<file path="src/verilog/eval_pkg.sv">
/* Evaluator shared definitions */

package eval_pkg;

   typedef logic [3:0]          piece_t;   // Bit 3 black, bits 2..0 type
   typedef logic [255:0]        board_t;   // Square n at bits 4n+3..4n
   typedef logic [31:0]         rank_t;    // Eight squares of one rank
   typedef logic signed [15:0]  score_t;   // Material sum
   typedef logic [5:0]          phase_t;   // 0 to phase_max
   typedef logic signed [31:0]  wide_t;    // Blend intermediate
   typedef logic signed [15:0]  eval_t;    // Final evaluation

   typedef enum logic [2:0]
   {
      st_idle,
      st_ws,                               // Board register settles
      st_wait_scan,
      st_wait_latency,
      st_wait_clear                        // Result held for host
   } state_t;

   // Square codes, colour bit clear
   localparam piece_t piece_empty  = 4'd0;
   localparam piece_t piece_pawn   = 4'd1;
   localparam piece_t piece_knight = 4'd2;
   localparam piece_t piece_bishop = 4'd3;
   localparam piece_t piece_rook   = 4'd4;
   localparam piece_t piece_queen  = 4'd5;
   localparam piece_t piece_king   = 4'd6;
   localparam int     black_bit    = 3;

   // Indexed by type field, code 7 unused
   localparam score_t mg_value [8] = '{16'sd0, 16'sd82, 16'sd337, 16'sd365,
                                       16'sd477, 16'sd1025, 16'sd0, 16'sd0};
   localparam score_t eg_value [8] = '{16'sd0, 16'sd94, 16'sd281, 16'sd297,
                                       16'sd512, 16'sd936, 16'sd0, 16'sd0};

   localparam int phase_max     = 62;
   localparam int scale_shift   = 20;
   localparam int scale_mult    = (1 << scale_shift) / phase_max; // 16912, truncated
   localparam int blend_latency = 5;                            // Stages in taper_blend
   localparam int rank_count    = 8;

endpackage

</file>
<file path="src/verilog/latency_timer.sv">
/* Blend latency timer */

module latency_timer
(
   input  logic  clk,
   input  logic  reset,
   input  logic  timer_load,
   output logic  expired
);

   logic [2:0] count;   // Cycles left in blend pipeline

   always_ff @(posedge clk)
   begin
      if (reset)
         count <= 3'd0;
      else if (timer_load)
         count <= 3'(eval_pkg::blend_latency);   // Full pipeline depth
      else if (count != 3'd0)
         count <= count - 3'd1;                  // Idles at zero
   end

   // Last tick before the count hits zero, once per load
   assign expired = (count == 3'd1);

endmodule

</file>
<file path="src/verilog/material_scan.sv">
/* Rank-serial material scanner */

module material_scan
(
   input  logic              clk,
   input  logic              reset,
   input  logic              start,
   input  eval_pkg::board_t  board,
   output eval_pkg::score_t  mg,
   output eval_pkg::score_t  eg,
   output logic              scan_done
);

   logic [2:0]        rank_idx;   // Rank being summed
   logic              busy;       // Scan in progress
   eval_pkg::rank_t   rank;       // Current rank slice
   eval_pkg::piece_t  sq;
   eval_pkg::score_t  rank_mg;    // Signed sum of one rank
   eval_pkg::score_t  rank_eg;

   assign rank = board[rank_idx * $bits(eval_pkg::rank_t) +: $bits(eval_pkg::rank_t)];

   // White adds, black subtracts
   always_comb
   begin
      rank_mg = '0;
      rank_eg = '0;
      sq      = '0;
      for (int f = 0; f < 8; f++)
      begin
         sq = rank[f * $bits(eval_pkg::piece_t) +: $bits(eval_pkg::piece_t)];
         if (sq[eval_pkg::black_bit])
         begin
            rank_mg = rank_mg - eval_pkg::mg_value[sq[2:0]];
            rank_eg = rank_eg - eval_pkg::eg_value[sq[2:0]];
         end
         else
         begin
            rank_mg = rank_mg + eval_pkg::mg_value[sq[2:0]];
            rank_eg = rank_eg + eval_pkg::eg_value[sq[2:0]];
         end
      end
   end

   always_ff @(posedge clk)
   begin
      if (reset)
      begin
         busy      <= 1'b0;
         rank_idx  <= 3'd0;
         scan_done <= 1'b0;
      end
      else
      begin
         scan_done <= 1'b0;                  // Single cycle pulse
         if (start)
         begin
            busy     <= 1'b1;
            rank_idx <= 3'd0;
         end
         else if (busy)
         begin
            rank_idx <= rank_idx + 3'd1;
            if (rank_idx == 3'(eval_pkg::rank_count - 1))
            begin
               busy      <= 1'b0;
               scan_done <= 1'b1;            // Sums final from here on
            end
         end
      end
   end

   // Accumulators, held after the scan
   always_ff @(posedge clk)
   begin
      if (start)
      begin
         mg <= '0;
         eg <= '0;
      end
      else if (busy)
      begin
         mg <= mg + rank_mg;
         eg <= eg + rank_eg;
      end
   end

   a_done_pulse: assert property (@(posedge clk) disable iff (reset)
      scan_done |=> !scan_done);

endmodule

</file>
<file path="src/verilog/phase_count.sv">
/* Game phase counter */

module phase_count
(
   input  logic              clk,
   input  logic              reset,
   input  eval_pkg::board_t  board,
   output eval_pkg::phase_t  phase
);

   logic [63:0] heavy;    // Square holds a non-pawn piece
   logic [6:0]  count;    // Up to 64 squares

   // Stage one, per-square flags
   always_ff @(posedge clk)
   begin
      if (reset)
         heavy <= '0;
      else
         for (int s = 0; s < 64; s++)
            heavy[s] <= board[s * 4 +: 4] != eval_pkg::piece_empty &&
                        board[s * 4 +: 3] != eval_pkg::piece_pawn[2:0];
   end

   always_comb
   begin
      count = '0;
      for (int s = 0; s < 64; s++)
         count = count + 7'(heavy[s]);
   end

   // Stage two, clamped population count
   always_ff @(posedge clk)
   begin
      if (reset)
         phase <= '0;
      else if (count > 7'(eval_pkg::phase_max))
         phase <= eval_pkg::phase_t'(eval_pkg::phase_max);
      else
         phase <= eval_pkg::phase_t'(count);
   end

endmodule

</file>
<file path="src/verilog/taper_blend.sv">
/* Tapered score blend pipeline */

module taper_blend
(
   input  logic              clk,
   input  logic              reset,
   input  eval_pkg::score_t  mg,
   input  eval_pkg::score_t  eg,
   input  eval_pkg::phase_t  phase,
   output eval_pkg::eval_t   eval
);

   eval_pkg::wide_t                           prod_mg;     // Stage 1
   eval_pkg::wide_t                           prod_eg;
   eval_pkg::wide_t                           sum;         // Stage 2
   logic signed [2*$bits(eval_pkg::wide_t)-1:0] scaled;    // Stage 3, needs 37 bits
   logic signed [2*$bits(eval_pkg::wide_t)-1:0] scaled_adj; // Bias for negative values
   eval_pkg::wide_t                           quot;        // Stage 4

   // Shift then rounds toward zero like a divide
   always_comb
   begin
      if (scaled[$bits(scaled) - 1])
         scaled_adj = scaled + (64'sd1 <<< eval_pkg::scale_shift) - 64'sd1;
      else
         scaled_adj = scaled;
   end

   always_ff @(posedge clk)
   begin
      if (reset)
      begin
         prod_mg <= '0;
         prod_eg <= '0;
         sum     <= '0;
         scaled  <= '0;
         quot    <= '0;
         eval    <= '0;
      end
      else
      begin
         prod_mg <= eval_pkg::wide_t'(mg) * eval_pkg::wide_t'(phase);
         prod_eg <= eval_pkg::wide_t'(eg) *
                    (eval_pkg::wide_t'(eval_pkg::phase_max) - eval_pkg::wide_t'(phase));
         sum     <= prod_mg + prod_eg;
         scaled  <= 64'(sum) * 64'(eval_pkg::scale_mult);   // Divide by 62 in fixed point
         quot    <= eval_pkg::wide_t'(scaled_adj >>> eval_pkg::scale_shift);
         eval    <= eval_pkg::eval_t'(quot);                // Low 16 bits
      end
   end

endmodule

</file>
<file path="src/verilog/eval_fsm.sv">
/* Evaluation control FSM */

module eval_fsm
(
   input  logic              clk,
   input  logic              reset,
   input  logic              board_valid,
   input  eval_pkg::board_t  board_in,
   input  logic              clear_eval,
   input  logic              scan_done,
   input  logic              expired,
   output eval_pkg::board_t  board,
   output logic              start,
   output logic              timer_load,
   output logic              eval_valid
);

   eval_pkg::state_t state;
   logic             board_valid_r;    // Previous board_valid
   logic             board_edge;       // Rising edge of board_valid

   assign board_edge = board_valid && !board_valid_r;

   // Scan kicks off once the board register is stable
   assign start      = (state == eval_pkg::st_ws);
   assign timer_load = (state == eval_pkg::st_wait_scan) && scan_done; // Cover blend depth

   always_ff @(posedge clk)
   begin
      if (reset)
      begin
         state         <= eval_pkg::st_idle;
         board_valid_r <= 1'b0;
         eval_valid    <= 1'b0;
      end
      else
      begin
         board_valid_r <= board_valid;   // Edge detect runs in every state
         case (state)
            eval_pkg::st_idle:
               if (board_edge)
                  state <= eval_pkg::st_ws;
            eval_pkg::st_ws:
               state <= eval_pkg::st_wait_scan;
            eval_pkg::st_wait_scan:
               if (scan_done)
                  state <= eval_pkg::st_wait_latency;
            eval_pkg::st_wait_latency:
               if (expired)
               begin
                  state      <= eval_pkg::st_wait_clear;
                  eval_valid <= 1'b1;    // Blend output now settled
               end
            eval_pkg::st_wait_clear:
               if (clear_eval)
               begin
                  state      <= eval_pkg::st_idle;
                  eval_valid <= 1'b0;
               end
            default:
            begin
               state      <= eval_pkg::st_idle;
               eval_valid <= 1'b0;
            end
         endcase
      end
   end

   // Board only captured on a new request, later changes ignored
   always_ff @(posedge clk)
   begin
      if (state == eval_pkg::st_idle && board_edge)
         board <= board_in;
   end

   // Result flag only ever raised while the result is being held
   a_valid_in_clear: assert property (@(posedge clk) disable iff (reset)
      eval_valid |-> state == eval_pkg::st_wait_clear);

endmodule

</file>
<file path="src/verilog/evaluate_top.sv">
/* Position evaluator top */

module evaluate_top
(
   input  logic              clk,
   input  logic              reset,
   input  logic              board_valid,
   input  eval_pkg::board_t  board_in,
   input  logic              clear_eval,
   output eval_pkg::eval_t   eval,
   output logic              eval_valid
);

   eval_pkg::board_t  board;        // Latched request board
   logic              start;        // Scan trigger
   logic              timer_load;
   logic              scan_done;
   logic              expired;      // Blend output settled
   eval_pkg::score_t  mg;
   eval_pkg::score_t  eg;
   eval_pkg::phase_t  phase;

   eval_fsm i_fsm
   (
      .clk         (clk),
      .reset       (reset),
      .board_valid (board_valid),
      .board_in    (board_in),
      .clear_eval  (clear_eval),
      .scan_done   (scan_done),
      .expired     (expired),
      .board       (board),
      .start       (start),
      .timer_load  (timer_load),
      .eval_valid  (eval_valid)
   );

   latency_timer i_timer
   (
      .clk         (clk),
      .reset       (reset),
      .timer_load  (timer_load),
      .expired     (expired)
   );

   material_scan i_scan
   (
      .clk         (clk),
      .reset       (reset),
      .start       (start),
      .board       (board),
      .mg          (mg),
      .eg          (eg),
      .scan_done   (scan_done)
   );

   // Phase and blend run freely off the latched board
   phase_count i_phase
   (
      .clk         (clk),
      .reset       (reset),
      .board       (board),
      .phase       (phase)
   );

   taper_blend i_blend
   (
      .clk         (clk),
      .reset       (reset),
      .mg          (mg),
      .eg          (eg),
      .phase       (phase),
      .eval        (eval)
   );

endmodule

</file>
<file path="config.mk">
export PLATFORM = sky130hd
export DESIGN_NAME = evaluate_top
export DESIGN_NICKNAME = d
export VERILOG_FILES = /design/src/verilog/eval_pkg.sv /design/src/verilog/latency_timer.sv /design/src/verilog/material_scan.sv /design/src/verilog/phase_count.sv /design/src/verilog/taper_blend.sv /design/src/verilog/eval_fsm.sv /design/src/verilog/evaluate_top.sv
export SDC_FILE = /design/constraint.sdc
export NUM_CORES = 2
export LEC_CHECK = 0
export ABC_CLOCK_PERIOD_IN_PS = 33900
export BUFFER_PORTS_ARGS = -buffer_cell sky130_fd_sc_hd__buf_4
export CORE_ASPECT_RATIO = 2
export CORE_MARGIN = 5
export CORE_UTILIZATION = 50
export DETAILED_ROUTE_END_ITERATION = 8
export PLACE_DENSITY = 0.7
export SYNTH_ARGS = -nofsm -noshare
export SYNTH_HDL_FRONTEND = slang
export SYNTH_SLANG_ARGS = --single-unit
</file>
<file path="constraint.sdc">
create_clock -name clk -period 33.9 [get_ports clk]
set_input_delay 3.39 -clock clk [delete_from_list [all_inputs] [get_ports clk]]
set_output_delay 3.39 -clock clk [all_outputs]
set_load 0.02 [all_outputs]
</file>
==> impl_metrics.yaml <==
run_status:
  status: "finished, final reports clean"
drt:
  firstDrtPassIters: 6
  remaining_drc_errors: 0
  drt_iter0_markers: 1742
  vias_per_cell: 5.607
  routed_wl_microns: 126100
  ant_nets: 0
  wire_per_inst_microns: 20.50
  vias: 34490
clocking:
  cts_resized: 0
  cts_made_buffers: 47
  worst_skew_pair.late_latency_ns: 0.65
  cts_tree: "done"
  post_cts_buffers: 0
  root_buffer: "clkbuf_16"
  clockBufferDepth: 3
  cts-hold-fix-buffers: 0
  htreeDepth: 2
  path_clk_slew_ns: 0.07
  cts_sinks: 514
global_route:
  grt_max_degree: 167
  antenna_found_initial: 2
  grt_pass1_vias: 36690
  overflow: 0
  grt_pass1_wl_microns: 194300
  grt_use_total: 0.2560
critical_path:
  worstPathArrival_ns: 14.97
  critPathKind: "reg -> reg"
  end_kind: "flop"
  crit_required_ns: 34.46
  crit_path_max_fanout: 51
  crit_family: "compound AO/OA/AOI/OAI gates"
  crit_buf_inv: 4
  cpMaxStageDelayCell: "buf_4"
  cp-start-kind: "flop"
  cpPeakStageDelay_ns: 0.75
  cpMostUsedCell: "ha_1"
yosys:
  yosysSeqAreaShare: 0.2838
  synth_edf_count: 256
  synthCells: 4680
  synth_area_per_cell_sq_um: 9.678
  yosysWarnings: 0
  synth.distinct_cells: 88
  synthesis.nets: 5768
  ys.flop_type: "dfxtp_1"
  synth.cell_area_sq_mm: 0.04529
  ys_seq_elements: 514
  async_reset_ff_frac: 0
place:
  finalWeightedCongestion: 0.9916
  placed_area_sq_mm: 0.04857
  portBuffers: 276
  post-dp-hpwl_microns: 105600
cells_and_area:
  area_growth_pct: 10.93
  multi_input_area_sq_mm: 0.02993
  final_layout_size_suffix_gt1_frac: 0.1039
  n_fill_cell: 8034
  stdcell_area_sq_mm: 0.05024
  register_area_sq_mm: 0.01286
  utilization: 0.5572
  final_net_count: 6015
sta:
  slew-limit-headroom: 0.08541
  setup-violations-final: 0
  hold_slack_ns: 0.4342
  fin_tns_setup_ns: 0
  drv_slew: 0
  rsz0062_at_grt: "no"
  fin_skew_ns: 0.04018
  fin_crit_ns: 14.41
  max_slew.worst_pin.slew_ns: 1.364
  hold_viol: 0
  fin_crit_sh: 0.4252
  fmax_mhz: 69.38
floorplanning:
  die_y_microns: 435.6
  initial_core_util: 0.5023
  num_rows: 156
  chipWidth_microns: 222.8
  core_sq_mm: 0.09018
  dieArea_sq_mm: 0.09707
  ios: 277
min_path:
  hp-class: "reg -> reg"
job:
  drv_cap: 0
flip-flops by register name, summed over array words and instances (netlist names), 6 cells and up:
signal           cells
i_blend.eval        16
i_blend.prod_eg     23
i_blend.prod_mg     23
i_blend.quot        16
i_blend.scaled      33
i_blend.sum         32
i_fsm.board        256
i_phase.heavy       64
i_phase.phase        6
i_scan.eg           16
i_scan.mg           16
per-layer routing:
metal  wire (microns)  GRT usage  up-vias
met3             5208    0.03734      432
li1                 -          -    16620
met1            38470     0.2208    16460
met4            14460     0.2334        0
met5                0          0        -
met2            67950     0.4919      980
through the flow:
stage	instances	setup slack, ns
floorplan	4680	4.919
global placement	6063	19.68
detailed placement	6063	19.62
CTS	6149	19.52
global route	6151	18.45
finish	6151	19.49
cell type report:
type,instances,share of cell area
Clock buffer,63,0.02704
Sequential cell,514,0.2560
Tap cell,1185,0.02951
Clock inverter,23,0.006126
Inverter,534,0.03989
Multi-Input combinational cell,3527,0.5957
Timing Repair Buffer,303,0.04560
Antenna cell,2,0.00009961
Yosys cell counts (40+ instances only):
cell type / count / area, sq um
ha_1: 580 / 7257
clkbuf_1: 67 / 251.5
nor2_1: 418 / 1569
inv_1: 529 / 1986
o21ai_0: 160 / 800.8
nand2_1: 247 / 927.1
nand2b_1: 119 / 744.5
mux4_2: 53 / 1194
o21a_1: 48 / 360.4
a21o_1: 66 / 495.5
nor3_1: 75 / 375.4
nor2b_1: 93 / 581.8
mux2i_1: 40 / 400.4
and2_1: 123 / 769.5
a21oi_1: 360 / 1802
edfxtp_1: 256 / 7687
o21bai_1: 76 / 570.6
xnor2_1: 268 / 2347
fa_1: 248 / 4965
dfxtp_1: 258 / 5165
xor2_1: 93 / 814.5
nand3_1: 60 / 300.3
kinds of logic (layout without fill, tap and decap cells):
kind of cell,Yosys count,count (layout),synth area share
muxes,143,143,0.05453
adders and majority gates,828,828,0.2698
buffers and inverters,639,923,0.05575
DFF,514,514,0.2838
AOI/OAI and AO/OA,924,924,0.1268
xor gates and xnor gates,368,368,0.07315
other,0,2,0
and+or+nand+nor,1264,1264,0.1361
final timing paths:
check | to | start | cells past startpoint | slack, ns
hold / removal | i_blend.eval[13]$_SDFF_PP0_ | i_blend.quot[13]$_SDFF_PP0_ | 1 | 0.43
hold reg to reg | i_blend.eval[13]$_SDFF_PP0_ | i_blend.quot[13]$_SDFF_PP0_ | 1 | 0.43
setup reg to reg | i_scan.mg[15]$_SDFFE_PP0P_ | i_scan.rank_idx[1]$_SDFFE_PP0P_ | 54 | 19.49
setup / recovery | i_scan.mg[15]$_SDFFE_PP0P_ | i_scan.rank_idx[1]$_SDFFE_PP0P_ | 54 | 19.49
cell usage in the layout (no fill, tap or decap), types with 39 or more instances in the layout:
master	instances
ha_1	580
inv_1	529
nor2_1	418
a21oi_1	360
buf_4	301
xnor2_1	268
edfxtp_1	256
dfxtp_1	255
fa_1	248
nand2_1	247
o21ai_0	160
and2_1	123
nand2b_1	119
nor2b_1	93
xor2_1	93
o21bai_1	76
nor3_1	75
a21o_1	66
nand3_1	60
mux4_2	53
clkbuf_16	49
o21a_1	48
mux2i_1	39
Power is left out: the tool's default activity adds up to more than one toggle a clock period on the data nets, which glitch-free logic cannot reach.
